<file path="config.mk">
export PLATFORM = sky130hd
export DESIGN_NAME = plru_table
export DESIGN_NICKNAME = d
export VERILOG_FILES = /design/src/verilog/cache_pkg.sv /design/src/verilog/plru_table.sv
export SDC_FILE = /design/constraint.sdc
export NUM_CORES = 1
export LEC_CHECK = 0
export BUFFER_PORTS_ARGS = -buffer_cell sky130_fd_sc_hd__buf_4
export CORE_MARGIN = 2
export CORE_UTILIZATION = 40
export DETAILED_ROUTE_END_ITERATION = 8
export PLACE_DENSITY = 0.66
export RECOVER_POWER = 100
export SLEW_MARGIN = 15
export SYNTH_ARGS = -nofsm -noshare
export SYNTH_HDL_FRONTEND = slang
export SYNTH_SLANG_ARGS = --single-unit
export TNS_END_PERCENT = 5
</file>
<file path="constraint.sdc">
create_clock -name clk -period 2.6 [get_ports clk]
set_input_delay 0.39 -clock clk [delete_from_list [all_inputs] [get_ports clk]]
set_output_delay 0.39 -clock clk [all_outputs]
set_load 0.005 [all_outputs]
</file>
<file path="src/verilog/cache_pkg.sv">
package cache_pkg;

    // geometry
    localparam int WAYS           = 2;
    localparam int SETS           = 16;
    localparam int WORDS_PER_LINE = 8;

    localparam int INDEX_BITS  = 4;
    localparam int OFFSET_BITS = 3;
    localparam int ALIGN_BITS  = 2;
    localparam int TAG_BITS    = 23;

    typedef logic [0:0]             way_t;
    typedef logic [INDEX_BITS-1:0]  index_t;
    typedef logic [OFFSET_BITS-1:0] offset_t;
    typedef logic [TAG_BITS-1:0]    tag_t;
    typedef logic [31:0]            word_t;

    // way, index, offset
    typedef logic [$bits(way_t)+INDEX_BITS+OFFSET_BITS-1:0] data_addr_t;

    typedef struct packed {
        tag_t                  tag;
        index_t                index;
        offset_t               offset;
        logic [ALIGN_BITS-1:0] align;
    } addr_t;

    typedef struct packed {
        logic valid;
        tag_t tag;
    } meta_t;

    typedef enum logic [1:0] {
        I_NONE,
        I_INDEX_INVALID,
        I_HIT_INVALID,
        I_INDEX_STORE_TAG
    } cache_inst_t;

    typedef enum logic [1:0] {
        IDLE,
        FETCH_1,
        FETCH_2
    } fsm_state_t;

endpackage

</file>
<file path="src/verilog/plru_table.sv">
`timescale 1ns/1ps

module plru_table
    import cache_pkg::*;
(
    input  logic   clk,
    input  logic   resetn,
    input  index_t index_1,
    input  index_t index_2,
    input  logic   hit_1,
    input  logic   hit_2,
    input  way_t   hit_way_1,
    input  way_t   hit_way_2,
    input  logic   update,
    output way_t   victim_1,
    output way_t   victim_2
);

    // one bit per set, points at the lru way
    logic [SETS-1:0] lru;

    assign victim_1 = lru[index_1];

    // same set: keep port 1's line, take the other way
    assign victim_2 = (index_1 == index_2) ? ~hit_way_1 : lru[index_2];

    always_ff @(posedge clk) begin
        if (resetn) begin
            lru <= '0;
        end else if (update) begin
            if (hit_1) begin
                lru[index_1] <= ~hit_way_1;
            end
            // port 2 last so it wins on a shared set
            if (hit_2) begin
                lru[index_2] <= ~hit_way_2;
            end
        end
    end

endmodule

</file>
==> metrics.yaml <==
synthesis:
  synthFlopType: "dfxtp_1"
  syn_inst: 182
  ys_seq_area_share_pct: 21.44
  syn-num-nets: 197
  synthArstFlopShare_pct: 0
  avgSynthCellArea_um2: 8.208
  synth-edff-count: 0
  yosys_warnings: 0
  synth.distinct_cells: 36
  synth_area_mm2: 0.001494
  yosys_register_bits: 16
cells_and_area:
  num_antenna_cells: 0
  post-route-util_pct: 44.46
  areaGrowthSynthToFinish_pct: 8.124
  final_cell_mix: "nor2_1, dfxtp_1, buf_4"
  final_nets: 199
  largest_reg_flops: 16
  top_regs: "lru: 16 flops"
  top_register: "lru"
  layout-drive-gt1-share_pct: 16.39
  final_cell_area_mm2: 0.001615
  mostFrequentLayoutCell: "nor2_1"
clock_network:
  insertion_delay_ns: 0.25
  cts.sinks: 16
  clkTransAtPathRegs_ns: 0.07
  cts_buffers: 3
  clock-root-buffer: "clkbuf_8"
  post_cts_buffers: 0
  cts_resized: 0
  hold_buffers: 0
  htree_levels: 1
  tritoncts: "yes"
  cts_buffer_depth: 2
sta:
  skew_ns: 0
  fin_hold_ws_ns: 0.4584
  fin_tns_setup_ns: 0
  slew_headroom_pct: 59.18
  max_freq_mhz: 477.6
  rsz0062_at_grt: "false"
  setup_ws_ns: 0.5063
  setup_violations: 0
  timing.final.crit_share_pct: 80.53
  fin_crit_ns: 2.094
  hold_viol: 0
  worstMarginPinSlew_ns: 0.6110
  drv_slew: 0
global_routing:
  track_usage_pct: 19.27
  overflow: 0
  grt_pass1_wl_um: 6568
  use_met2_pct: 32.22
  top_usage_layer: "met2"
  use_met1_pct: 26.74
  grt_pass1_vias: 1328
  antenna_found_initial: 0
  grt_max_degree: 33
  grt_use_met3_pct: 1.884
routing:
  drtPass1Iterations: 4
  drt_iter0_drc: 96
  wl_per_cell_um: 17.30
  drt-total-wl_um: 3997
  via_per_inst: 6.424
  drtAntennaViolNets: 0
  drcViolationCount: 0
  vias: 1484
critical_path:
  r2r-end: "lru[9]"
  path_class: "reg -> out"
  worstRegToRegCells: 3
  r2r-start: "lru[9]"
  worstSetupStartpoint: "lru[15]"
  critPathMaxStageDelay_ns: 0.48
  crit_family: "multiplexers"
  end_kind: "output port"
  worstPathArrival_ns: 1.70
  regToRegSetupSlack_ns: 1.48
  cpMostUsedCell: "mux4_2"
  cpMaxStageDelayCell: "mux4_2"
  path_buf_inv: 1
  critPathLaunchType: "flop"
  worstPathMaxFanout: 4
  crit_chain: "mux4_2 -> mux4_2 -> clkbuf_4"
  crit_cells: 3
  crit_required_ns: 2.21
power:
  p_leak_nw: 0.5577
  p_per_area_mw_per_mm2: 432.3
  ir_worst_vdd_mv: 0.1730
job:
  cap_violations: 0
die:
  io_pins: 17
  core_area_mm2: 0.003633
  dieArea_mm2: 0.004240
  fp-row-count: 22
  die_x_um: 65.12
  die_h_um: 65.12
  initial_utilization_pct: 41.12
hold_path:
  hold_path_startpoint: "resetn"
  holdCritPathClass: "in -> reg"
  min_path_cells: 2
  hold_end: "lru[3]"
placement:
  dp_slack_ns: 0.5075
  dp_hpwl_um: 2895
  gp_congestion: 0.8817
  numPortBuffers: 16
  postPlaceCellArea_mm2: 0.001575
outcome:
  status: "complete, no violations"
-- synth_stat cells (all sizes together), types with 2 or more instances --
library cell  number  area share, %
or2                3            1.3
xnor2              4            2.3
nand2b             6            2.5
nor3               3            1.0
a21oi             12            4.0
nor3b              3            2.2
buf               14            5.9
nand3b             2            1.0
or3                9            3.8
a311oi            15             10
mux2i              9            6.0
a311o             12            8.0
and3b              2            1.2
a21o               4            2.0
a31oi              2           0.84
nand2              4            1.0
nand3             11            3.7
o221ai             2            1.2
dfxtp             16             21
mux4               5            7.5
nor2b              3            1.3
clkbuf             7            1.8
nor2              27            7.0
-- logic make-up (layout without fill, tap and decap cells) --
| family | Yosys count | in the layout | synth area share (%) |
|---|---|---|---|
| flip-flops | 16 | 16 | 21.44 |
| AND/OR/NAND/NOR | 76 | 76 | 27.05 |
| XOR/XNOR | 4 | 4 | 2.345 |
| buffers and inverters | 22 | 23 | 7.873 |
| AO/OA/AOI/OAI | 50 | 50 | 27.72 |
| multiplexers | 14 | 14 | 13.57 |
-- layout make-up --
| class | instances | area [µm²] |
|---|---|---|
| clock buffer | 4 | 55.05 |
| fill | 382 | 2018 |
| inverter | 1 | 3.754 |
| multi-input combinational | 144 | 1045 |
| sequential | 16 | 320.3 |
| tap | 48 | 60.06 |
| timing repair buffer | 18 | 131.4 |
-- power breakdown --
part | switching (mW) | internal (mW)
Sequential | 0.0209 | 0.262
Clock | 0.0945 | 0.135
Combinational | 0.0993 | 0.0872
Total | 0.215 | 0.484
-- layer usage --
metal,vias to the layer above,wire (µm)
li1,699,-
met1,726,1767
met2,57,1984
met3,2,229
met4,0,14
met5,-,0
-- worst max path at each step --
stage / endpoint / slack, ns
floorplan: victim_1 / 0.70
global placement: victim_1 / 0.55
finish: victim_1 / 0.51
CTS: victim_1 / 0.50
detailed placement: victim_1 / 0.51
global route: victim_2 / 0.46
-- through the flow --
step	total power [mW]	instances
finish	0.6984	231
floorplan	0.4231	182
global route	0.7308	231
detailed placement	0.4755	227
global placement	0.4696	227
CTS	0.7046	231
-- worst reg2reg max path, delay by kind of cell (launching register included) --
family / cells / cell delay (ns)
AOI/OAI and AO/OA: 3 / 0.63
DFF: 1 / 0.41
Power figures use the tool's default switching activity.
