**src/verilog/cache_pkg.sv**
```systemverilog
package cache_pkg;

    // geometry
    localparam int WAYS           = 2;
    localparam int SETS           = 16;
    localparam int WORDS_PER_LINE = 8;

    localparam int INDEX_BITS  = 4;
    localparam int OFFSET_BITS = 3;
    localparam int ALIGN_BITS  = 2;
    localparam int TAG_BITS    = 23;

    typedef logic [0:0]             way_t;
    typedef logic [INDEX_BITS-1:0]  index_t;
    typedef logic [OFFSET_BITS-1:0] offset_t;
    typedef logic [TAG_BITS-1:0]    tag_t;
    typedef logic [31:0]            word_t;

    // way, index, offset
    typedef logic [$bits(way_t)+INDEX_BITS+OFFSET_BITS-1:0] data_addr_t;

    typedef struct packed {
        tag_t                  tag;
        index_t                index;
        offset_t               offset;
        logic [ALIGN_BITS-1:0] align;
    } addr_t;

    typedef struct packed {
        logic valid;
        tag_t tag;
    } meta_t;

    typedef enum logic [1:0] {
        I_NONE,
        I_INDEX_INVALID,
        I_HIT_INVALID,
        I_INDEX_STORE_TAG
    } cache_inst_t;

    typedef enum logic [1:0] {
        IDLE,
        FETCH_1,
        FETCH_2
    } fsm_state_t;

endpackage

```
**src/verilog/meta_ram.sv**
```systemverilog
`timescale 1ns/1ps

module meta_ram
    import cache_pkg::*;
(
    input  logic             clk,
    input  logic             resetn,
    input  index_t           rd_index_1,
    input  index_t           rd_index_2,
    input  logic             wr_en,
    input  way_t             wr_way,
    input  index_t           wr_index,
    input  meta_t            wr_meta,
    output meta_t [WAYS-1:0] rd_meta_1,
    output meta_t [WAYS-1:0] rd_meta_2
);

    tag_t tags [WAYS][SETS];
    logic [WAYS-1:0][SETS-1:0] valid;

    always_ff @(posedge clk) begin
        if (wr_en) begin
            tags[wr_way][wr_index] <= wr_meta.tag;
        end
    end

    always_ff @(posedge clk) begin
        if (resetn) begin
            valid <= '0;
        end else if (wr_en) begin
            valid[wr_way][wr_index] <= wr_meta.valid;
        end
    end

    // combinational reads, hits resolve in the request cycle
    for (genvar w = 0; w < WAYS; w++) begin : g_read
        assign rd_meta_1[w].valid = valid[w][rd_index_1];
        assign rd_meta_1[w].tag   = tags[w][rd_index_1];
        assign rd_meta_2[w].valid = valid[w][rd_index_2];
        assign rd_meta_2[w].tag   = tags[w][rd_index_2];
    end

endmodule

```
**config.mk**
```make
export PLATFORM = sky130hd
export DESIGN_NAME = meta_ram
export DESIGN_NICKNAME = d
export VERILOG_FILES = /design/src/verilog/cache_pkg.sv /design/src/verilog/meta_ram.sv
export SDC_FILE = /design/constraint.sdc
export NUM_CORES = 1
export LEC_CHECK = 0
export BUFFER_PORTS_ARGS = -buffer_cell sky130_fd_sc_hd__clkbuf_2
export CAP_MARGIN = 10
export CORE_UTILIZATION = 35
export DETAILED_ROUTE_END_ITERATION = 8
export PLACE_DENSITY = 0.63
export SETUP_SLACK_MARGIN = 0.1
export SYNTH_ARGS = -nofsm -noshare
export SYNTH_HDL_FRONTEND = slang
export SYNTH_SLANG_ARGS = --single-unit
```
**constraint.sdc**
```tcl
create_clock -name clk -period 2.9 [get_ports clk]
set_clock_uncertainty 0.2 [all_clocks]
set_input_delay 0.58 -clock clk [delete_from_list [all_inputs] [get_ports clk]]
set_output_delay 0.58 -clock clk [all_outputs]
set_load 0.01 [all_outputs]
```
==> results of run 1 <==
## logic make-up (layout without fill, tap and decap cells)
| kind of cell | Yosys count | in the layout | synth area share (%) |
|---|---|---|---|
| flops | 768 | 768 | 65.4 |
| buf+inv | 148 | 484 | 2.01 |
| simple gates | 198 | 198 | 2.69 |
| mux | 384 | 384 | 24.9 |
| compound gates | 256 | 256 | 5.06 |
## registers in the layout, summed over array words and instances, names as in the netlist
signal	cells
tags	736
valid	32
## how the worst max path moves through the flow
stage | endpoint | slack [ps] | depth (start not counted)
3_3_place_gp | rd_meta_2[10] | -90 | 7
5_1_grt | rd_meta_2[15] | -60 | 9
6_report | rd_meta_2[15] | -30 | 9
4_1_cts | rd_meta_1[19] | -9 | 7
2_1_floorplan | tags[0][299] | -130 | 4
3_5_place_dp | rd_meta_1[3] | -100 | 7
## power breakdown
part,switching (uW),total [uW],internal (uW)
registers,56.9,12300,12300
clock network,4180,9950,5770
logic,1430,2700,1270
total,5670,25000,19300
## cell usage after synthesis
master	number	share of area, %
or2_2	2	0.036
a21oi_1	32	0.46
edfxtp_1	736	64
mux4_2	384	25
nand4b_1	3	0.076
clkbuf_1	74	0.80
nor4b_1	1	0.025
nand3_1	24	0.35
and4b_1	3	0.086
buf_1	30	0.32
nand2_1	98	1.1
o21ai_0	32	0.46
and4_1	1	0.025
a22oi_1	192	4.1
buf_2	8	0.12
nand4_1	9	0.16
nor2b_1	8	0.14
nand4bb_1	3	0.097
and2_1	2	0.036
dfxtp_1	32	1.8
nand2b_1	4	0.072
and4bb_2	3	0.11
nor2_1	36	0.39
buf_4	36	0.78
or4b_1	1	0.029
## layer usage
metal  vias to the layer above  wire length, um  GRT usage, %
met5                         -               23             0
met4                         4             3790          8.11
met3                       204             8710          3.53
met2                      1131            53500          35.2
met1                     11100            38600          26.7
li1                       8213                -             -
## critical path, delay by kind of cell
| family | cells | cell delay [ps] |
|---|---|---|
| buffers and inverters | 6 | 720 |
| multiplexers | 1 | 500 |
| AO/OA/AOI/OAI | 1 | 220 |
| AND/OR/NAND/NOR | 1 | 100 |
## per-stage QoR
step	worst slack [ps]	TNS, ps	total power (uW)
3_3_place_gp	-92.7	-1800	14800
3_5_place_dp	-98.9	-2210	14900
6_report	-25.7	-58.0	25000
2_1_floorplan	-126	-21500	13800
5_1_grt	-55.3	-454	25600
4_1_cts	-8.97	-24.9	25000
## cell type report
class | instances | area, um^2
tap | 1287 | 1610
timing repair buffer | 353 | 4380
clock buffer | 94 | 2030
multi-input combinational | 838 | 12400
clock inverter | 37 | 410
sequential | 768 | 22700
fill | 8300 | 54800
## repair_timing
item / in CTS / in global routing
setup endpoints to repair: 93 / 87
cloned: 20 / 2
gates resized for setup: 200 / 108
buffers inserted: 26 / 9
pin swaps: 86 / 64
hold endpoints to repair: 0 / 0
==> metrics.cfg, run 1 <==
[timing]
fin_crit_sh_pct = 101
fin_crit_ps = 2930
relSlewSlack_pct = 48.6
setup_violations = 4
fmax_mhz = 342
finalWorstSetupSlack_ps = -25.7
slew_viol_final = 0
hold_viol = 0
worst_pin_slew_ps = 771
whs_ps = 239
grt_setup_unrepaired = yes

[finish]
fin_util_pct = 44.3
layout_common_cells = edfxtp_1 (736), mux4_2 (384), a22oi_2 (133)
fin_cells = 3377
final_common_cell = edfxtp_1
n_antenna_cell = 0
fin_area_um2 = 43600
syn_to_final_growth_pct = 25.3
drive_gt1_share_pct = 51.0
nets = 2078

[placement]
portBuffers = 135
globalplace.congestion = 0.803
placedCellCount = 3190
place.detailed.hpwl_um = 60600
placed_cell_area_um2 = 39000

[logic_synthesis]
ys_seq_elements = 768
yosys_warnings = 0
syn-cell-area_um2 = 34800
synth.net_count = 1794
avgSynthCellArea_um2 = 19.8
synthCells = 1754
ys_types = 25
yosysSeqAreaShare_pct = 65.4

[worst_hold_path]
min_to = valid[7]
whs_path_depth = 3
min_from = wr_index[1]
hold_class = in -> reg

[route]
antenna_left = 0
wl_um = 105000
via_per_inst = 6.11
vias = 20600
drt_iter0_markers = 2167
drt_first_pass_iters = 7
drcViolationCount = 0
wl_per_cell_um = 31.0

[setup_path]
r2r_cells = 2
crit_chain = buf_16 > buf_16 > buf_12 > buf_12 > buf_12 > mux4_2 > a22oi_2 > nand2_2 > buf_8
reg2reg_from = valid[6]
cp_max_fo = 6
end_kind = primary output
r2r_setup_slack_ps = 1960
critPathMaxStageDelay_ps = 500
path_class = in -> out
cp_slowest_cell = mux4_2
cp.required_ps = 2120
critPathArrivalTime_ps = 2150
critPathLaunch = rd_index_2[0]
start_kind = input port
r2r-end = valid[6]
cpMostUsedCell = buf_12

[global_routing]
grt_use_total_pct = 20.8
grt_max_degree = 38
grt_pass1_wl_um = 150000
antenna_found_initial = 4
grt_pass1_vias = 21700
overflow = 0

[power_and_ir_drop]
p_per_area_nw_per_um2 = 573
p_leak_uw = 0.0139
peakVddDrop_v = 0.000424

[cts]
root_buffer = clkbuf_16
path_clk_slew_ps = 60
ctsHoldBuffers = 0
htreeDepth = 3
cts_sinks = 768
cts_tree = built
cts_made_buffers = 77
clockBufferDepth = 3
clk_latency_ps = 630

[die]
rows = 115
io_pins = 136
start_util_pct = 35.3
die_h_um = 317
core_area_um2 = 98400
dieArea_um2 = 101000
die_x_um = 317

[run_status]
violations = negative setup slack
status = complete, but fails checks

[flow_run]
cap_violations = 0

No activity file was read; power rests on OpenSTA's default activity.
==> run 2: changes to the inputs <==
Settings changed: MAX_ROUTING_LAYER from default to met4, SKIP_CTS_REPAIR_TIMING from default to 1.
==> metrics.cfg, run 2 (same netlist as run 1, synthesis figures left out) <==
[finish]
final_common_cell = edfxtp_1
nets = 2125  ; +2.3%
max_flop_register = tags
fin_area_um2 = 44300  ; +1.5%
drive_gt1_share_pct = 53.4  ; +2.4 points
fin_util_pct = 45.0  ; +0.68 points
largestRegisters = tags (736), valid (32)
layout_common_cells = edfxtp_1 (736), mux4_2 (384), a22oi_2 (160)
syn_to_final_growth_pct = 27.2
largest_reg_flops = 736  ; unchanged

[setup_path]
path_class = in -> out
critPathLaunch = rd_index_2[0]
start_kind = input port
cp_max_fo = 8  ; +2
cp.required_ps = 2120  ; about the same
critPathArrivalTime_ps = 2170  ; +20 ps
reg2reg_from = valid[6]
end_kind = primary output

[global_routing]
grt_pass1_wl_um = 146000  ; -3.0%
overflow = 0  ; unchanged
grt_pass1_vias = 21300  ; -1.9%
grt_max_degree = 38  ; unchanged
antenna_found_initial = 3  ; -1
grt_use_total_pct = 20.7  ; -0.11 points

[placement]
place.detailed.hpwl_um = 60600  ; unchanged
portBuffers = 135  ; unchanged
placed_cell_area_um2 = 39000  ; unchanged
globalplace.congestion = 0.815  ; +1.4%

[timing]
relSlewSlack_pct = 47.2  ; -1.4 points
grt_setup_unrepaired = yes
setup_violations = 5  ; +1
hold_viol = 0  ; unchanged
worst_pin_slew_ps = 792  ; +20.5 ps
fin_crit_sh_pct = 102  ; +0.94 points
fmax_mhz = 339  ; -0.92%
fin_crit_ps = 2950  ; +27.2 ps
slew_viol_final = 0  ; unchanged
finalWorstSetupSlack_ps = -52.8  ; -27.2 ps

[die]
die_h_um = 317  ; unchanged
core_area_um2 = 98400  ; unchanged
dieArea_um2 = 101000  ; unchanged
start_util_pct = 35.3  ; unchanged
io_pins = 136  ; unchanged
die_x_um = 317  ; unchanged
rows = 115  ; unchanged

[route]
wl_per_cell_um = 31.0  ; about the same
drcViolationCount = 0  ; unchanged
vias = 21000  ; +1.5%
drt_first_pass_iters = 7  ; unchanged
drt_iter0_markers = 2229  ; +2.9%
wl_um = 106000  ; +1.5%
via_per_inst = 6.12  ; about the same
antenna_left = 0  ; unchanged

[cts]
root_buffer = clkbuf_16
path_clk_slew_ps = 60  ; about the same
cts_tree = built
clk_latency_ps = 620  ; about the same
clockBufferDepth = 3  ; unchanged
cts_sinks = 768  ; unchanged
htreeDepth = 3  ; unchanged
cts_made_buffers = 77  ; unchanged

[worst_hold_path]
hold_class = in -> reg
min_from = wr_index[1]

[power_and_ir_drop]
p_per_area_nw_per_um2 = 567  ; -1.0%
p_leak_uw = 0.0142  ; +2.0%
peakVddDrop_v = 0.000395  ; -6.9%

[flow_run]
cap_violations = 0  ; unchanged

[run_status]
violations = negative setup slack
status = complete, but fails checks

[run 2: cell count changes in the layout (fill, tap and decap cells not counted), sizes merged]
cell / before / now
buf: 248 / 311
diode: 0 / 2
bufbuf: 5 / 0
clkbuf: 194 / 183
[run 2: final timing paths]
path / endpoint / slack, ps / cells past startpoint
setup / recovery: rd_meta_2[36] / -50 / 8
hold / removal: valid[11] / 230 / 3
setup reg to reg: valid[6] / 1960 / 2
hold reg to reg: valid[25] / 300 / 2
[run 2: layout make-up]
class                   instances  area (um^2)
flip-flops and latches        768        22700
repair buffers                400         4900
clock inverters                37          410
multi-input cells             838        12600
fillers                      8233        54200
diodes                          2         5.00
well taps                    1287         1610
clock buffers                  94         2030
[run 2: per-layer routing]
layer / part of all wire, % / vias to the layer above / routed length (um) / track usage [%]
li1: - / 8302 / - / -
met1: 38 / 11300 / 40200 / 26.0
met2: 51 / 1095 / 54200 / 33.8
met3: 7.8 / 210 / 8290 / 3.39
met4: 3.3 / 0 / 3500 / 7.68
met5: 0 / - / 0 / -
[run 2: worst max-delay path: stages]
cell	delay (ps)
buf_16	130
buf_12	140
clkbuf_16	170
buf_6	100
mux4_2	490
a22oi_2	250
nand2_2	140
buf_6	150
[run 2: stage by stage]
stage	power [uW]	hold slack, ps	std cells	setup WS [ps]	setup TNS [ps]
after CTS	24700	197	3321	-103	-2560
after floorplan	13800	254	1754	-126	-21500
final	25100	232	3426	-52.8	-99.3
after global routing	25800	246	3426	-77.8	-726
after global placement	14800	279	3190	-92.7	-1800
after detailed placement	14900	284	3190	-98.9	-2210
[run 2: where the power goes]
part	internal (uW)	switching (uW)	total [uW]
clock network	5770	4180	9940
logic	1350	1480	2820
registers	12300	57.0	12300
total	19400	5720	25100
==> run 3: changes to the inputs <==
Settings changed: CORE_UTILIZATION 35 to 42, PLACE_DENSITY 0.63 to 0.71, RECOVER_POWER from default to 100.
==> metrics.cfg, run 3 (same netlist as run 1, synthesis figures left out) <==
[setup_path]
cp.required_ps = 2120  ; about the same
start_kind = register
r2r-end = valid[15]
cp_max_fo = 2  ; -6
critPathArrivalTime_ps = 2120  ; -50 ps
path_class = reg -> out
r2r_cells = 2  ; unchanged
reg2reg_from = valid[15]
r2r_setup_slack_ps = 1950  ; about the same
end_kind = primary output

[worst_hold_path]
hold_class = in -> reg
whs_path_depth = 4  ; +1
min_from = wr_index[3]
min_to = valid[31]

[global_routing]
grt_pass1_vias = 20600  ; -3.0%
grt_use_total_pct = 23.4  ; +2.7 points
grt_pass1_wl_um = 137000  ; -5.9%
antenna_found_initial = 4  ; +1
overflow = 0  ; unchanged
grt_max_degree = 58  ; +53%

[route]
wl_met3_um = 10600  ; +28%
wl_per_cell_um = 31.9  ; +2.8%
wl_um = 100000  ; -5.8%
dr.max_layer_used = met4
drcViolationCount = 0  ; unchanged
dr_wl_met2_um = 49200  ; -9.3%
antenna_left = 0  ; unchanged
m1WireLength_um = 37400  ; -7.0%
drt_iter0_markers = 2500  ; +12%
vias = 20900  ; -0.20%
via_per_inst = 6.66  ; +8.9%
drt_first_pass_iters = 5  ; -2

[finish]
final_common_cell = edfxtp_1
layout_common_cells = edfxtp_1 (736), mux4_2 (384), clkbuf_2 (118)
fin_cells = 3139  ; -8.4%
largestRegisters = tags (736), valid (32)
fillerInstances = 6389  ; -22%
nets = 2048  ; -3.6%
drive_gt1_share_pct = 44.6  ; -8.9 points
regArea_um2 = 22700  ; unchanged
multi_input_area_um2 = 12100  ; -4.0%
largest_reg_flops = 736  ; unchanged
max_flop_register = tags
syn_to_final_growth_pct = 19.6

[die]
io_pins = 136  ; unchanged
dieArea_um2 = 84000  ; -17%
start_util_pct = 42.4  ; +7.1 points
die_h_um = 290  ; -8.7%
rows = 105  ; -8.7%
core_area_um2 = 82000  ; -17%
die_x_um = 290  ; -8.7%

[cts]
htreeDepth = 3  ; unchanged
cts_tree = built
cts_sinks = 768  ; unchanged
cts_made_buffers = 76  ; -1.3%
clk_latency_ps = 630  ; about the same
clockBufferDepth = 3  ; unchanged
root_buffer = clkbuf_16
path_clk_slew_ps = 60  ; about the same

[power_and_ir_drop]
finalPower_uw = 24300  ; -3.2%
p_int_uw = 18700  ; -3.5%
p_leak_uw = 0.0133  ; -6.4%
power_switching_uw = 5590  ; -2.2%
peakVddDrop_v = 0.000379  ; -4.1%
p_seq_share_pct = 50.8  ; +1.7 points
p_clk_share_pct = 39.1  ; -0.5 points
p_comb_share_pct = 10.1  ; -1.1 points
p_per_area_nw_per_um2 = 584  ; +2.9%
p_sw_share_pct = 23.0  ; +0.25 points

[timing]
worst_pin_slew_ps = 1580  ; +788 ps
fmax_mhz = 345  ; +1.8%
fin_crit_sh_pct = 100  ; -1.8 points
setup_violations = 1  ; -4
grt_setup_unrepaired = yes
fin_crit_ps = 2900  ; -52.1 ps
slew_viol_final = 99  ; +99
hold_viol = 0  ; unchanged
whs_ps = 241  ; +8.92 ps
finalWorstSetupSlack_ps = -0.695  ; +52.1 ps
relSlewSlack_pct = -5.30  ; -53 points

[placement]
placedCellCount = 2952  ; -7.5%
place.detailed.hpwl_um = 56300  ; -7.0%
globalplace.congestion = 0.808  ; -0.90%
portBuffers = 135  ; unchanged

[flow_run]
cap_violations = 3  ; +3

[run_status]
violations = max-capacitance violations, max-slew violations, negative setup slack
status = complete, but fails checks

## run 3: cell count changes in the layout (fill, tap and decap cells not counted), sizes merged
cell and delta:
clkbuf +85, inv +3, clkinv +4, clkinvlp +5, bufinv -5, diode +1
buf -163
## run 3: power by group through the flow
stage	combinational (uW)	sequential [uW]	clock, uW
after floorplan	1240	12600	0
after global placement	2170	12600	0
after detailed placement	2210	12600	0
after CTS	2210	12300	9600
after global routing	2560	12400	10000
final	2450	12300	9510
## run 3: worst max-delay path, stage by stage (launching register included)
cell	delay, ps
edfxtp_1	390
mux4_2	500
a22oi_2	200
nand2_1	210
buf_6	190
## run 3: cell type report
| type | instances | share of cell area [%] |
|---|---|---|
| antenna | 3 | 0.0180 |
| clock buffer | 92 | 4.84 |
| clock inverter | 44 | 0.845 |
| multi-input combinational | 838 | 29.0 |
| sequential | 768 | 54.6 |
| tap | 1070 | 3.22 |
| timing repair buffer | 324 | 7.46 |
## run 3: worst max path at each step
stage	slack (ps)	start	to
2_1_floorplan	-130	wr_index[3]	tags[0][299]
3_3_place_gp	-160	rd_index_2[0]	rd_meta_2[1]
3_5_place_dp	-170	rd_index_2[0]	rd_meta_2[1]
4_1_cts	-160	rd_index_2[0]	rd_meta_2[1]
5_1_grt	-20	tags[0][92]	rd_meta_1[0]
6_report	-0.7	tags[0][95]	rd_meta_1[3]
## run 3: metrics by stage
step | setup slack, ps | util, % | instance area, um^2 | setup TNS (ps)
2_1_floorplan | -126 | - | 34800 | -21500
3_3_place_gp | -157 | 46.9 | 38400 | -754
3_5_place_dp | -166 | 46.9 | 38400 | -1240
4_1_cts | -162 | 49.8 | 40800 | -1390
5_1_grt | -15.1 | 50.8 | 41600 | -17.4
6_report | -0.695 | 50.8 | 41600 | -0.695
## run 3: routing by layer
layer  global-route usage, %  vias up
li1                        -     8175
met1                    31.0    11100
met2                    36.7     1420
met3                    4.66      217
met4                    7.17        0
met5                       -        -
