===== src/verilog/cache_pkg.sv =====
package cache_pkg;

    // geometry
    localparam int WAYS           = 2;
    localparam int SETS           = 16;
    localparam int WORDS_PER_LINE = 8;

    localparam int INDEX_BITS  = 4;
    localparam int OFFSET_BITS = 3;
    localparam int ALIGN_BITS  = 2;
    localparam int TAG_BITS    = 23;

    typedef logic [0:0]             way_t;
    typedef logic [INDEX_BITS-1:0]  index_t;
    typedef logic [OFFSET_BITS-1:0] offset_t;
    typedef logic [TAG_BITS-1:0]    tag_t;
    typedef logic [31:0]            word_t;

    // way, index, offset
    typedef logic [$bits(way_t)+INDEX_BITS+OFFSET_BITS-1:0] data_addr_t;

    typedef struct packed {
        tag_t                  tag;
        index_t                index;
        offset_t               offset;
        logic [ALIGN_BITS-1:0] align;
    } addr_t;

    typedef struct packed {
        logic valid;
        tag_t tag;
    } meta_t;

    typedef enum logic [1:0] {
        I_NONE,
        I_INDEX_INVALID,
        I_HIT_INVALID,
        I_INDEX_STORE_TAG
    } cache_inst_t;

    typedef enum logic [1:0] {
        IDLE,
        FETCH_1,
        FETCH_2
    } fsm_state_t;

endpackage


===== src/verilog/bus_pkg.sv =====
package bus_pkg;

    import cache_pkg::*;

    // fetch side, both ports share this shape
    typedef struct packed {
        logic  valid;
        addr_t addr;
    } ibus_req_t;

    // data[0] is port 1, data[1] is port 2
    typedef struct packed {
        logic        addr_ok;
        logic        data_ok;
        word_t [1:0] data;
    } ibus_resp_t;

    // line refill, always a WORDS_PER_LINE read burst
    typedef struct packed {
        logic  valid;
        addr_t addr;
    } cbus_req_t;

    typedef struct packed {
        logic  ready;
        logic  last;
        word_t data;
    } cbus_resp_t;

    // tag_lo as seen by index store tag
    typedef struct packed {
        logic valid;
        tag_t tag;
    } taglo_t;

endpackage


===== src/verilog/icache_ctrl.sv =====
`timescale 1ns/1ps

module icache_ctrl
    import cache_pkg::*;
    import bus_pkg::*;
(
    input  logic             clk,
    input  logic             resetn,

    input  ibus_req_t        ireq_1,
    input  ibus_req_t        ireq_2,
    output ibus_resp_t       iresp,
    output cbus_req_t        icreq,
    input  cbus_resp_t       icresp,
    input  cache_inst_t      cache_inst,
    input  taglo_t           tag_lo,

    output index_t           meta_rd_index_1,
    output index_t           meta_rd_index_2,
    input  meta_t [WAYS-1:0] rd_meta_1,
    input  meta_t [WAYS-1:0] rd_meta_2,
    output logic             meta_wr_en,
    output way_t             meta_wr_way,
    output index_t           meta_wr_index,
    output meta_t            meta_wr_meta,

    output data_addr_t       data_addr_1,
    output data_addr_t       data_addr_2,
    output logic             wen_2,
    output word_t            wdata_2,
    input  word_t            rdata_1,
    input  word_t            rdata_2,

    output index_t           plru_index_1,
    output index_t           plru_index_2,
    output logic             plru_hit_1,
    output logic             plru_hit_2,
    output way_t             plru_hit_way_1,
    output way_t             plru_hit_way_2,
    output logic             plru_update,
    input  way_t             victim_1,
    input  way_t             victim_2
);

    addr_t addr_1;
    addr_t addr_2;
    addr_t fill_addr;

    fsm_state_t state;
    way_t       fill_way;
    offset_t    beat;
    logic       fetching;
    logic       last_beat;

    logic [WAYS-1:0] hit_bits_1;
    logic [WAYS-1:0] hit_bits_2;
    logic            hit_1;
    logic            hit_2;
    way_t            hit_way_1;
    way_t            hit_way_2;
    way_t            index_way;

    logic is_fetch;
    logic req_hit;
    logic miss_1;
    logic miss_2;
    logic addr_ok;
    logic fetch_ok;
    logic data_ok_q;

    function automatic way_t way_of(input logic [WAYS-1:0] bits);
        way_t way;
        way = '0;
        for (int w = 0; w < WAYS; w++) begin
            if (bits[w]) begin
                way = way_t'(w);
            end
        end
        return way;
    endfunction

    assign addr_1    = ireq_1.addr;
    assign addr_2    = ireq_2.addr;
    assign fetching  = (state == FETCH_1) || (state == FETCH_2);
    assign last_beat = fetching && icresp.ready && icresp.last;
    assign fill_addr = (state == FETCH_2) ? addr_2 : addr_1;

    // port 1's meta read is borrowed by port 2 while it refills
    assign meta_rd_index_1 = (state == FETCH_2) ? addr_2.index : addr_1.index;
    assign meta_rd_index_2 = addr_2.index;

    for (genvar w = 0; w < WAYS; w++) begin : g_hit
        assign hit_bits_1[w] = rd_meta_1[w].valid && (rd_meta_1[w].tag == addr_1.tag);
        assign hit_bits_2[w] = rd_meta_2[w].valid && (rd_meta_2[w].tag == addr_2.tag);
    end

    assign hit_1     = |hit_bits_1;
    assign hit_2     = |hit_bits_2;
    assign hit_way_1 = way_of(hit_bits_1);
    assign hit_way_2 = way_of(hit_bits_2);

    // address bit 6 picks the way for index ops
    assign index_way = addr_1.index[1];

    assign is_fetch = (cache_inst == I_NONE);
    assign req_hit  = ireq_1.valid && hit_1 && (!ireq_2.valid || hit_2);
    assign miss_1   = (state == IDLE) && is_fetch && ireq_1.valid && !hit_1;
    assign miss_2   = (state == IDLE) && is_fetch && ireq_1.valid && hit_1
                      && ireq_2.valid && !hit_2;

    assign fetch_ok = (state == IDLE) && is_fetch && req_hit;
    assign addr_ok  = fetch_ok || ((state == IDLE) && !is_fetch);

    always_ff @(posedge clk) begin
        if (resetn) begin
            state     <= IDLE;
            data_ok_q <= 1'b0;
        end else begin
            data_ok_q <= fetch_ok;
            case (state)
                IDLE: begin
                    if (miss_1) begin
                        state <= FETCH_1;
                    end else if (miss_2) begin
                        state <= FETCH_2;
                    end
                end
                FETCH_1, FETCH_2: begin
                    if (icresp.ready && icresp.last) begin
                        state <= IDLE;
                    end
                end
                default: begin
                    state <= IDLE;
                end
            endcase
        end
    end

    // refill way and beat offset set up in idle
    always_ff @(posedge clk) begin
        if (state == IDLE) begin
            beat     <= '0;
            fill_way <= miss_1 ? victim_1 : victim_2;
        end else if (icresp.ready) begin
            beat <= beat + offset_t'(1);
        end
    end

    // refill tag on the last beat and cache ops in idle
    always_comb begin
        meta_wr_en         = last_beat;
        meta_wr_way        = fill_way;
        meta_wr_index      = fill_addr.index;
        meta_wr_meta.valid = 1'b1;
        meta_wr_meta.tag   = fill_addr.tag;
        if (state == IDLE) begin
            case (cache_inst)
                I_INDEX_INVALID: begin
                    meta_wr_en         = 1'b1;
                    meta_wr_way        = index_way;
                    meta_wr_meta.valid = 1'b0;
                    meta_wr_meta.tag   = rd_meta_1[index_way].tag;
                end
                I_HIT_INVALID: begin
                    meta_wr_en         = hit_1;
                    meta_wr_way        = hit_way_1;
                    meta_wr_meta.valid = 1'b0;
                    meta_wr_meta.tag   = rd_meta_1[hit_way_1].tag;
                end
                I_INDEX_STORE_TAG: begin
                    meta_wr_en         = 1'b1;
                    meta_wr_way        = index_way;
                    meta_wr_meta.valid = tag_lo.valid;
                    meta_wr_meta.tag   = tag_lo.tag;
                end
                default: begin
                end
            endcase
        end
    end

    assign data_addr_1 = {hit_way_1, addr_1.index, addr_1.offset};
    assign data_addr_2 = fetching ? {fill_way, fill_addr.index, beat}
                                  : {hit_way_2, addr_2.index, addr_2.offset};
    assign wen_2       = fetching && icresp.ready;
    assign wdata_2     = icresp.data;

    assign plru_index_1   = addr_1.index;
    assign plru_index_2   = addr_2.index;
    assign plru_hit_1     = ireq_1.valid && hit_1;
    assign plru_hit_2     = ireq_2.valid && hit_2;
    assign plru_hit_way_1 = hit_way_1;
    assign plru_hit_way_2 = hit_way_2;
    assign plru_update    = fetch_ok;

    assign iresp.addr_ok = addr_ok;
    assign iresp.data_ok = data_ok_q;
    assign iresp.data[0] = rdata_1;
    assign iresp.data[1] = rdata_2;

    // burst starts at word 0 of the line
    always_comb begin
        icreq.valid       = fetching;
        icreq.addr        = fill_addr;
        icreq.addr.offset = '0;
        icreq.addr.align  = '0;
    end

endmodule


===== config.mk =====
export PLATFORM = sky130hd
export DESIGN_NAME = icache_ctrl
export DESIGN_NICKNAME = d
export VERILOG_FILES = /design/src/verilog/cache_pkg.sv /design/src/verilog/bus_pkg.sv /design/src/verilog/icache_ctrl.sv
export SDC_FILE = /design/constraint.sdc
export NUM_CORES = 1
export LEC_CHECK = 0
export BUFFER_PORTS_ARGS = -buffer_cell sky130_fd_sc_hd__buf_2
export CAP_MARGIN = 10
export CORE_AREA = 2 2 189 191
export CTS_CLUSTER_SIZE = 12
export DETAILED_ROUTE_END_ITERATION = 7
export DIE_AREA = 0 0 191 193
export GPL_TIMING_DRIVEN = 0
export SLEW_MARGIN = 5
export SYNTH_ARGS = -nofsm -noshare
export SYNTH_HDL_FRONTEND = slang
export SYNTH_SLANG_ARGS = --single-unit
export TNS_END_PERCENT = 20

===== constraint.sdc =====
create_clock -name clk -period 4 [get_ports clk]
set_input_delay 0.8 -clock clk [delete_from_list [all_inputs] [get_ports clk]]
set_output_delay 0.8 -clock clk [all_outputs]
set_load 0.01 [all_outputs]

==> summary.md, run 1 <==
| Metric | Value |
|---|---|
| # setup viols final | `0` |
| Hold path depth | `2` |
| Area leader, netlist | `buf_4` |
| Count leader, synth | `buf_4` |
| Max incr delay on CP | `0.50 ns` |
| Final Non-Filler Cells | `1414` |
| Worst Path Max Fanout | `10` |
| EDFF count, synth | `1` |
| Clock Skews | `0.00264 ns` |
| HPWL Detailed | `25.8 mm` |
| Nets | `1233` |
| Cts bufs inserted | `3` |
| # Post-CTS Setup Buffers | `0` |
| DR pass1 iterations | `4` |
| Crit path cell chain | `buf_2, xnor2_1, nand4_1, or4_1, or2_1, buf_6, buf_12, mux2i_1, o21ai_1, o21a_1, buf_2` |
| Top cells by count, synth | `buf_4, xnor2_1, mux2i_1` |
| Vias in the first global route | `5211` |
| Clock transition at the registers of the reported paths | `0.04 ns` |
| CTS max path bufs | `2` |
| Initial DRC count | `179` |
| Async set-reset flop share out of synthesis | `0%` |
| Slowest stage cell, crit path | `or4_1` |
| Chip width | `191 um` |
| Flop-to-flop setup slack | `2.04 ns` |
| Critical Path Start Type | `input pin` |
| Static leakage | `0.00353 uW` |
| GRT Overall Usage | `14.6%` |
| PD cells | `171 nW/um^2` |
| Initial Util | `12.1%` |
| Post-DP Area | `6700 um^2` |
| Yosys cell types | `43` |
| Post-CTS Hold Fix Bufs | `0` |
| Worst-Margin Slew | `0.979 ns` |
| Flops & latches, synth | `7` |
| CTS tree | `yes` |
| Worst hold path class | `register to register` |
| Mapped Cells | `555` |
| DIE AREA | `36900 um^2` |
| Final hold vios | `0` |
| Max-slew violations | `0` |
| IO buf count | `376` |
| Cell Count Post-Placement | `1396` |
| Core Box Area | `35000 um^2` |
| Crit-path leading delay family | `simple AND/OR/NAND/NOR gates` |
| CP Capture Type | `output port` |
| Crit path arrival time | `3.01 ns` |
| Fill cells | `3906` |
| Max-Slew Margin vs Limit | `34.7%` |
| RSZ-0062 raised after global routing | `no` |
| Most used cell, CP | `buf_2` |
| Post-CTS Resized | `1` |
| Critical path class | `input pin to output port` |
| Hold_sp | `state[0]` |
| Total power | `1170 uW` |
| Top cells by area, synth | `buf_4, mux2i_1, xnor2_1` |
| WP buf/inv | `4` |
| Die Span Y | `193 um` |
| Worst-Skew Late Latency | `0.23 ns` |
| Mean Syn Cell Area | `7.61 um^2` |
| Rows | `69` |
| F_max | `0.263 GHz` |
| Proportion of layout cells with a drive suffix above 1 | `60.0%` |
| WL per Instance | `20.9 um` |
| I/O pin total | `489` |
| Fin area | `6840 um^2` |
| Hold Path End | `state[0]` |
| Outcome | `finished, final reports clean` |
| Reg2Reg Depth | `6` |
| H-tree Lvls | `1` |
| DRC | `0` |
| Fin util | `19.6%` |
| Area growth syn-to-layout | `62.1%` |
| Largest net degree at the start of global routing | `11` |
| Sink Count | `7` |
| Post-synth top area share | `23.6%` |
| Placer Congestion | `0.811` |
| GR Overflow Total | `0` |
| Max_cap viols | `0` |
| Synth Warn # | `0` |
| Worst endpoint required time | `3.20 ns` |
| Routed vias/inst | `3.88` |
| Vias | `5493` |
| FF-to-FF Start | `state[1]` |
| Clk root buf | `clkbuf_16` |
| Final wirelength | `29.5 mm` |
| R2R Path End | `fill_way` |
| Max VDD drop | `0.127 mV` |
| Register area share after synthesis | `3.56%` |
| Final Cycle Share | `95.2%` |
| Global-route wire length before repair | `37.8 mm` |
| Initial antenna violation count | `27` |
| Synth Cell Area | `4220 um^2` |
| Post-route ant nets | `0` |
| Most used DFF post-synth | `dfxtp_1` |
| Final min period | `3.81 ns` |
cell type report:
type | instances | area (um^2) | area share, %
repair buffers | 376 | 1880 | 27.5
inverters | 4 | 15.0 | 0.219
well taps | 461 | 577 | 8.43
clock buffers | 4 | 78.8 | 1.15
plain buffers | 161 | 1220 | 17.8
multi-input cells | 387 | 2890 | 42.2
diodes | 14 | 35.0 | 0.512
flip-flops and latches | 7 | 150 | 2.19
sequential cells by signal, indices dropped and copies added (netlist names):
register	count
beat	3
data_ok_q	1
state	2
fill_way	1
placed cells by master (no fill, tap or decap), types with 4 or more instances in the layout:
master / netlist / final
conb_1: 1 / 5
o21ai_0: 24 / 24
xnor2_1: 53 / 49
buf_4: 133 / 133
diode_2: 0 / 14
buf_2: 2 / 378
clkbuf_1: 15 / 16
nand2_1: 34 / 34
nor2b_1: 4 / 4
nand4_1: 18 / 18
mux2_2: 34 / 34
inv_1: 4 / 4
a21oi_1: 27 / 27
dfxtp_1: 6 / 6
nor4_1: 14 / 14
o21ai_1: 25 / 24
a31oi_1: 4 / 4
mux2i_1: 47 / 47
nor2_1: 10 / 10
xnor2_2: 0 / 4
o21a_1: 23 / 23
xor2_1: 41 / 41
power breakdown:
part | leakage, uW | switching (uW) | internal, uW
logic | 0.00344 | 494 | 427
clock network | 0.0000382 | 38.8 | 133
registers | 0.0000590 | 3.56 | 75.9
total | 0.00353 | 537 | 635
worst max path at each step:
stage	slack (ns)	end	from	depth (start not counted)
2_1_floorplan	0.81	meta_wr_meta[10]	ireq_1[10]	9
3_3_place_gp	-0.04	meta_wr_meta[13]	ireq_1[18]	11
3_5_place_dp	-0.03	meta_wr_meta[13]	ireq_1[18]	11
4_1_cts	0.05	meta_wr_meta[13]	ireq_1[27]	11
5_1_grt	0.02	meta_wr_en	ireq_1[11]	9
6_report	0.19	meta_wr_meta[14]	ireq_1[10]	11
stage by stage:
stage / hold slack (ns) / setup slack [ns] / TNS (ns)
6_report: 0.477 / 0.193 / 0
5_1_grt: 0.523 / 0.0210 / 0
2_1_floorplan: 0.435 / 0.809 / 0
4_1_cts: 0.474 / 0.0511 / 0
3_5_place_dp: 0.455 / -0.0277 / -0.0349
3_3_place_gp: 0.445 / -0.0357 / -0.0424
worst register-to-register path, delay by kind of cell, from the launching register on:
| family | cells | cell delay, ns |
|---|---|---|
| adders and majority gates | 1 | 0.20 |
| buffers and inverters | 2 | 0.44 |
| DFF | 1 | 0.33 |
| muxes | 1 | 0.34 |
| and+or+nand+nor | 2 | 0.39 |
metal layers:
layer / GRT usage (%) / share of wire, % / wire [um]
met1: 15.6 / 37 / 11000
met3: 6.70 / 12 / 3420
met5: 0 / 0.49 / 146
met2: 27.4 / 50 / 14700
met4: 1.07 / 0.78 / 229
logic make-up (layout without fill, tap and decap cells):
kind of cell	Yosys count	after routing	synth area share [%]
buffers and inverters	165	545	29.2
AOI/OAI and AO/OA	110	110	15.1
xor gates and xnor gates	94	94	19.5
and+or+nand+nor	93	93	11.2
muxes	82	82	20.5
DFF	7	7	3.56
adders and majority gates	3	3	0.889
other	1	19	0.0888
Power figures use the tool's default switching activity.
==> run 2: changes to the inputs <==
--- a/config.mk
+++ b/config.mk
@@ -5,10 +5,9 @@
 export SDC_FILE = /design/constraint.sdc
 export NUM_CORES = 1
 export LEC_CHECK = 0
-export BUFFER_PORTS_ARGS = -buffer_cell sky130_fd_sc_hd__buf_2
+export BUFFER_PORTS_ARGS = -buffer_cell sky130_fd_sc_hd__clkbuf_2
 export CAP_MARGIN = 10
 export CORE_AREA = 2 2 189 191
-export CTS_CLUSTER_SIZE = 12
 export DETAILED_ROUTE_END_ITERATION = 7
 export DIE_AREA = 0 0 191 193
 export GPL_TIMING_DRIVEN = 0
==> run 2 against run 1 <==
  * Register-to-register slack hardly changed
  * Via count is 0.25% lower
  * Critical path depth stayed put
  * Worst hold slack worse by 0.011 ns
  * Sequential power hardly changed
  * Design area is 0.11% lower
  * Die area stayed put
  * Routed wire length is 1.1% lower
  * Final cell count is 0.35% lower
  * Largest cell class unchanged
  * Highest routed layer unchanged
==> summary.md, run 2 (synthesized netlist as in run 1, its figures left out) <==
| Metric | Value |
|---|---|
| Outcome | `finished, final reports clean` |
| Max-Slew Margin vs Limit | `38.9%` |
| GRT Overall Usage | `14.4%` |
| Final min period | `3.88 ns` |
| Crit-path leading delay family | `simple AND/OR/NAND/NOR gates` |
| Vias in the first global route | `5123` |
| Clock Skews | `0.00416 ns` |
| Largest net degree at the start of global routing | `11` |
| Place WS | `-0.0269 ns` |
| Rows | `69` |
| Final wirelength | `29.2 mm` |
| CTS tree | `yes` |
| Area of the multi-input gates | `2890 um^2` |
| Static leakage | `0.00360 uW` |
| HPWL Detailed | `25.8 mm` |
| DIE AREA | `36900 um^2` |
| Worst-Margin Slew | `0.917 ns` |
| GR Overflow Total | `0` |
| Area growth syn-to-layout | `61.9%` |
| Largest Register | `beat` |
| Fill cells | `3980` |
| Worst hold path class | `register to register` |
| Final worst slack | `0.124 ns` |
| Final hold vios | `0` |
| Worst Path Max Fanout | `10` |
| Max-slew violations | `0` |
| Clock transition at the registers of the reported paths | `0.04 ns` |
| # setup viols final | `0` |
| Global-route wire length before repair | `36.6 mm` |
| Vias | `5479` |
| Nets | `1233` |
| Cts bufs inserted | `3` |
| Worst endpoint required time | `3.20 ns` |
| Placer Congestion | `0.804` |
| Commonest non-fill, non-tap cell in the layout | `clkbuf_2` |
| WL per Instance | `20.7 um` |
| IO buf count | `376` |
| Clk root buf | `clkbuf_16` |
| WP buf/inv | `4` |
| Max reg flops | `3` |
| F_max | `0.258 GHz` |
| Core Box Area | `35000 um^2` |
| Max_cap viols | `0` |
| Setup TNS | `0 ns` |
| RSZ-0062 raised after global routing | `no` |
| Sequential Area | `150 um^2` |
| Final Cycle Share | `96.9%` |
| Most used cell, CP | `clkbuf_2` |
| Largest regs | `beat (3), state (2)` |
| I/O pin total | `489` |
| PD cells | `173 nW/um^2` |
| Most frequent cells in the layout | `clkbuf_2, buf_4, xnor2_1` |
| Initial DRC count | `179` |
| H-tree Lvls | `1` |
| Routed vias/inst | `3.89` |
| Post-CTS Hold Fix Bufs | `0` |
| Proportion of layout cells with a drive suffix above 1 | `60.1%` |
| Initial Util | `12.1%` |
| CP Capture Type | `output port` |
| CTS max path bufs | `2` |
| Slowest stage cell, crit path | `or4_1` |
| Post-route ant nets | `0` |
| DRC | `0` |
| Max VDD drop | `0.117 mV` |
| DR pass1 iterations | `4` |
| Initial antenna violation count | `25` |
| Crit path arrival time | `3.08 ns` |
| Critical path class | `input pin to output port` |
| Sink Count | `7` |
| Die Span Y | `193 um` |
| Worst-Skew Late Latency | `0.24 ns` |
| Max incr delay on CP | `0.50 ns` |
| Crit path cell chain | `clkbuf_2, xnor2_1, nand4_1, or4_1, or2_1, buf_6, buf_12, mux2i_1, o21ai_1, o21a_1, clkbuf_2` |
| Chip width | `191 um` |
| Critical Path Start Type | `input pin` |
[run 2: cell count changes in the layout (fill, tap and decap cells not counted)]
| cell | before | now |
|---|---|---|
| buf_2 | 378 | 2 |
| clkbuf_2 | 0 | 376 |
| diode_2 | 14 | 9 |
| nor3_1 | 2 | 1 |
| nor3_2 | 0 | 1 |
[run 2: metrics by stage]
stage,utilization [%],std cells,hold slack [ns],cell area [um^2],power (uW)
final,19.6,1409,0.466,6840,1180
after global routing,19.5,1402,0.494,6820,1260
after CTS,19.4,1400,0.459,6780,1190
after detailed placement,19.2,1396,0.454,6700,1010
after global placement,19.2,1396,0.446,6700,1000
after floorplan,-,559,0.435,4240,570
[run 2: tightest hold or removal path, cell delays in order (launching register included)]
cell and delay, ns:
dfxtp_1 0.31, nand2_1 0.06, o31ai_1 0.05
[run 2: cell type report]
cell class / instances / area share [%]
sequential: 7 / 2.20
antenna: 9 / 0.329
multi-input combinational: 387 / 42.3
timing repair buffer: 376 / 27.5
clock buffer: 4 / 1.15
buffer: 161 / 17.8
inverter: 4 / 0.220
tap: 461 / 8.44
[run 2: routing by layer]
layer | global-route usage, % | vias to the layer above | wire length [um]
met5 | 0 | - | 154
met4 | 3.76 | 24 | 769
met3 | 6.44 | 57 | 3280
met2 | 26.1 | 333 | 14200
met1 | 15.1 | 2491 | 10800
li1 | - | 2574 | -
[run 2: repair_timing]
action	4_1_cts	5_1_grt
buffers inserted	0	0
gates resized for setup	1	5
gates cloned	0	0
endpoints found under the setup margin	6	7
[run 2: final timing paths]
path	from	to	slack [ns]	cells after the start
hold / removal	state[0]	state[0]	0.47	2
hold reg to reg	state[0]	state[0]	0.47	2
setup / recovery	ireq_1[10]	meta_wr_meta[14]	0.12	11
setup reg to reg	state[0]	fill_way	2.05	6
[run 2: power by group]
part,internal (uW),switching [uW]
Combinational,424,503
Sequential,75.9,3.24
Clock,133,40.7
==> run 3: changes to the inputs <==
--- a/config.mk
+++ b/config.mk
@@ -11,6 +11,8 @@
 export DETAILED_ROUTE_END_ITERATION = 7
 export DIE_AREA = 0 0 191 193
 export GPL_TIMING_DRIVEN = 0
+export PLACE_DENSITY = 0.42
+export REMOVE_ABC_BUFFERS = 1
 export SLEW_MARGIN = 5
 export SYNTH_ARGS = -nofsm -noshare
 export SYNTH_HDL_FRONTEND = slang
==> run 3 against run 2 <==
  * Utilization shrank 4.6 points
  * Design area decreased by 23%
  * Fmax is 2.5% higher
  * Combinational power down 24%
  * Clock power hardly changed
  * Count of clock-buffer cells in the layout unchanged
  * Die area stayed put
==> summary.md, run 3 (synthesized netlist as in run 1, its figures left out) <==
| Metric | Value |
|---|---|
| Placer Congestion | `0.830` |
| Clock power frac | `18.0%` |
| Fin area | `5230 um^2` |
| Core Box Area | `35000 um^2` |
| Crit path cell chain | `clkbuf_2, xnor2_1, nand2_4, or4_1, or2_4, buf_12, mux2i_1, o21ai_1, o21a_1, clkbuf_2` |
| Max VDD drop | `0.101 mV` |
| GR Overflow Total | `0` |
| Critical Path Start Type | `input pin` |
| Post-DP Area | `5110 um^2` |
| H-tree Lvls | `1` |
| Final worst slack | `0.221 ns` |
| Worst-Skew Late Latency | `0.23 ns` |
| DR pass1 iterations | `4` |
| Post-route ant nets | `0` |
| Final min period | `3.78 ns` |
| Clk root buf | `clkbuf_16` |
| Final wirelength | `39.3 mm` |
| DRC | `0` |
| Max_cap viols | `0` |
| Fill cells | `4100` |
| Global-route wire length before repair | `47.2 mm` |
| Cts bufs inserted | `3` |
| Final hold vios | `0` |
| Vias | `4422` |
| Psw | `442 uW` |
| Largest net degree at the start of global routing | `53` |
| Max reg flops | `3` |
| Chip width | `191 um` |
| Static leakage | `0.00250 uW` |
| Commonest non-fill, non-tap cell in the layout | `clkbuf_2` |
| Proportion of layout cells with a drive suffix above 1 | `48.5%` |
| Outcome | `finished, final reports clean` |
| CP Capture Type | `output port` |
| RSZ-0062 raised after global routing | `no` |
| Gate power share | `73.7%` |
| Sink Count | `7` |
| Clock Skews | `0.000292 ns` |
| HPWL Detailed | `36.4 mm` |
| Int Power | `518 uW` |
| Fin util | `15.0%` |
| DIE AREA | `36900 um^2` |
| CTS max path bufs | `2` |
| Worst hold path class | `register to register` |
| Worst-Margin Slew | `1.05 ns` |
| Critical path class | `input pin to output port` |
| Max-Slew Margin vs Limit | `30.0%` |
| IO buf count | `281` |
| Area growth syn-to-layout | `23.9%` |
| Rows | `69` |
| Worst Path Max Fanout | `17` |
| PD cells | `183 nW/um^2` |
| Initial Util | `12.1%` |
| Nets | `981` |
| Slowest stage cell, crit path | `xnor2_1` |
| I/O pin total | `489` |
| Final Cycle Share | `94.5%` |
| Most used cell, CP | `clkbuf_2` |
| GRT Overall Usage | `20.4%` |
| Most frequent cells in the layout | `clkbuf_2, xnor2_1, mux2i_1` |
| F_max | `0.265 GHz` |
| Switching share of power | `46.0%` |
| Clock transition at the registers of the reported paths | `0.04 ns` |
| CTS tree | `yes` |
| Largest Register | `beat` |
| Initial antenna violation count | `6` |
| # setup viols final | `0` |
| Post-CTS Hold Fix Bufs | `0` |
| Vias in the first global route | `4283` |
| Largest regs | `beat (3), state (2)` |
| Routed vias/inst | `3.84` |
| Place WS | `-0.530 ns` |
| Sequential Area | `150 um^2` |
| Flop pwr share | `8.3%` |
| WL per Instance | `34.2 um` |
| Max-slew violations | `0` |
| Area of the multi-input gates | `2910 um^2` |
| Die Span Y | `193 um` |
| Worst endpoint required time | `3.20 ns` |
| Initial DRC count | `141` |
| Max incr delay on CP | `0.42 ns` |
| Crit path arrival time | `2.98 ns` |
[run 3: cell types whose count changed in the layout (fill, tap and decap cells not counted), moves of 3 or more]
cell and change:
clkbuf_2 -96, diode_2 -6, buf_6 -3, buf_4 -133, clkbuf_1 -15
[run 3: cell type report]
cell class | instances | area share [%]
Timing Repair Buffer | 285 | 28.6
Sequential cell | 7 | 2.87
Inverter | 4 | 0.287
Tap cell | 461 | 11.0
Antenna cell | 3 | 0.143
Multi-Input combinational cell | 387 | 55.6
Clock buffer | 4 | 1.51
[run 3: worst paths after layout]
check	from	to	slack [ns]	cells past startpoint
worst max-delay path	ireq_1[18]	meta_wr_meta[11]	0.22	10
worst min register to register	state[0]	state[0]	0.46	2
worst min-delay path	state[0]	state[0]	0.46	2
worst max register to register	state[0]	fill_way	2.12	5
[run 3: power by group through the flow]
stage | registers, uW | clock network (uW) | logic (uW)
4_1_cts | 79.5 | 174 | 726
3_5_place_dp | 80.6 | 0 | 719
5_1_grt | 79.6 | 178 | 779
6_report | 79.2 | 173 | 708
3_3_place_gp | 80.4 | 0 | 699
2_1_floorplan | 78.7 | 0 | 327
[run 3: worst max-delay path: cells and delay by family]
kind | cells | cell delay (ns)
AOI/OAI and AO/OA | 2 | 0.38
buffers and inverters | 3 | 0.43
muxes | 1 | 0.13
and+or+nand+nor | 3 | 0.81
xor gates and xnor gates | 1 | 0.42
[run 3: repair_timing]
action	CTS	global route
endpoints found under the setup margin	25	0
gates resized for setup	7	0
setup buffers	0	0
[run 3: routing by layer]
| layer | global-route usage [%] | share of wire [%] | up-vias |
|---|---|---|---|
| met4 | 2.06 | 1.5 | 8 |
| met3 | 21.1 | 24 | 20 |
| met2 | 36.3 | 49 | 403 |
| met1 | 15.2 | 25 | 1927 |
| li1 | - | - | 2064 |
| met5 | 7.56 | 1.0 | - |
[run 3: per-stage QoR]
step           setup TNS [ns]  hold WS (ns)  std cells  power (uW)
2_1_floorplan               0         0.435        398         405
3_3_place_gp           -34.46         0.448       1140         780
3_5_place_dp            -7.88         0.455       1144         800
4_1_cts                     0         0.459       1148         979
5_1_grt                     0         0.509       1148        1040
6_report                    0         0.459       1151         960
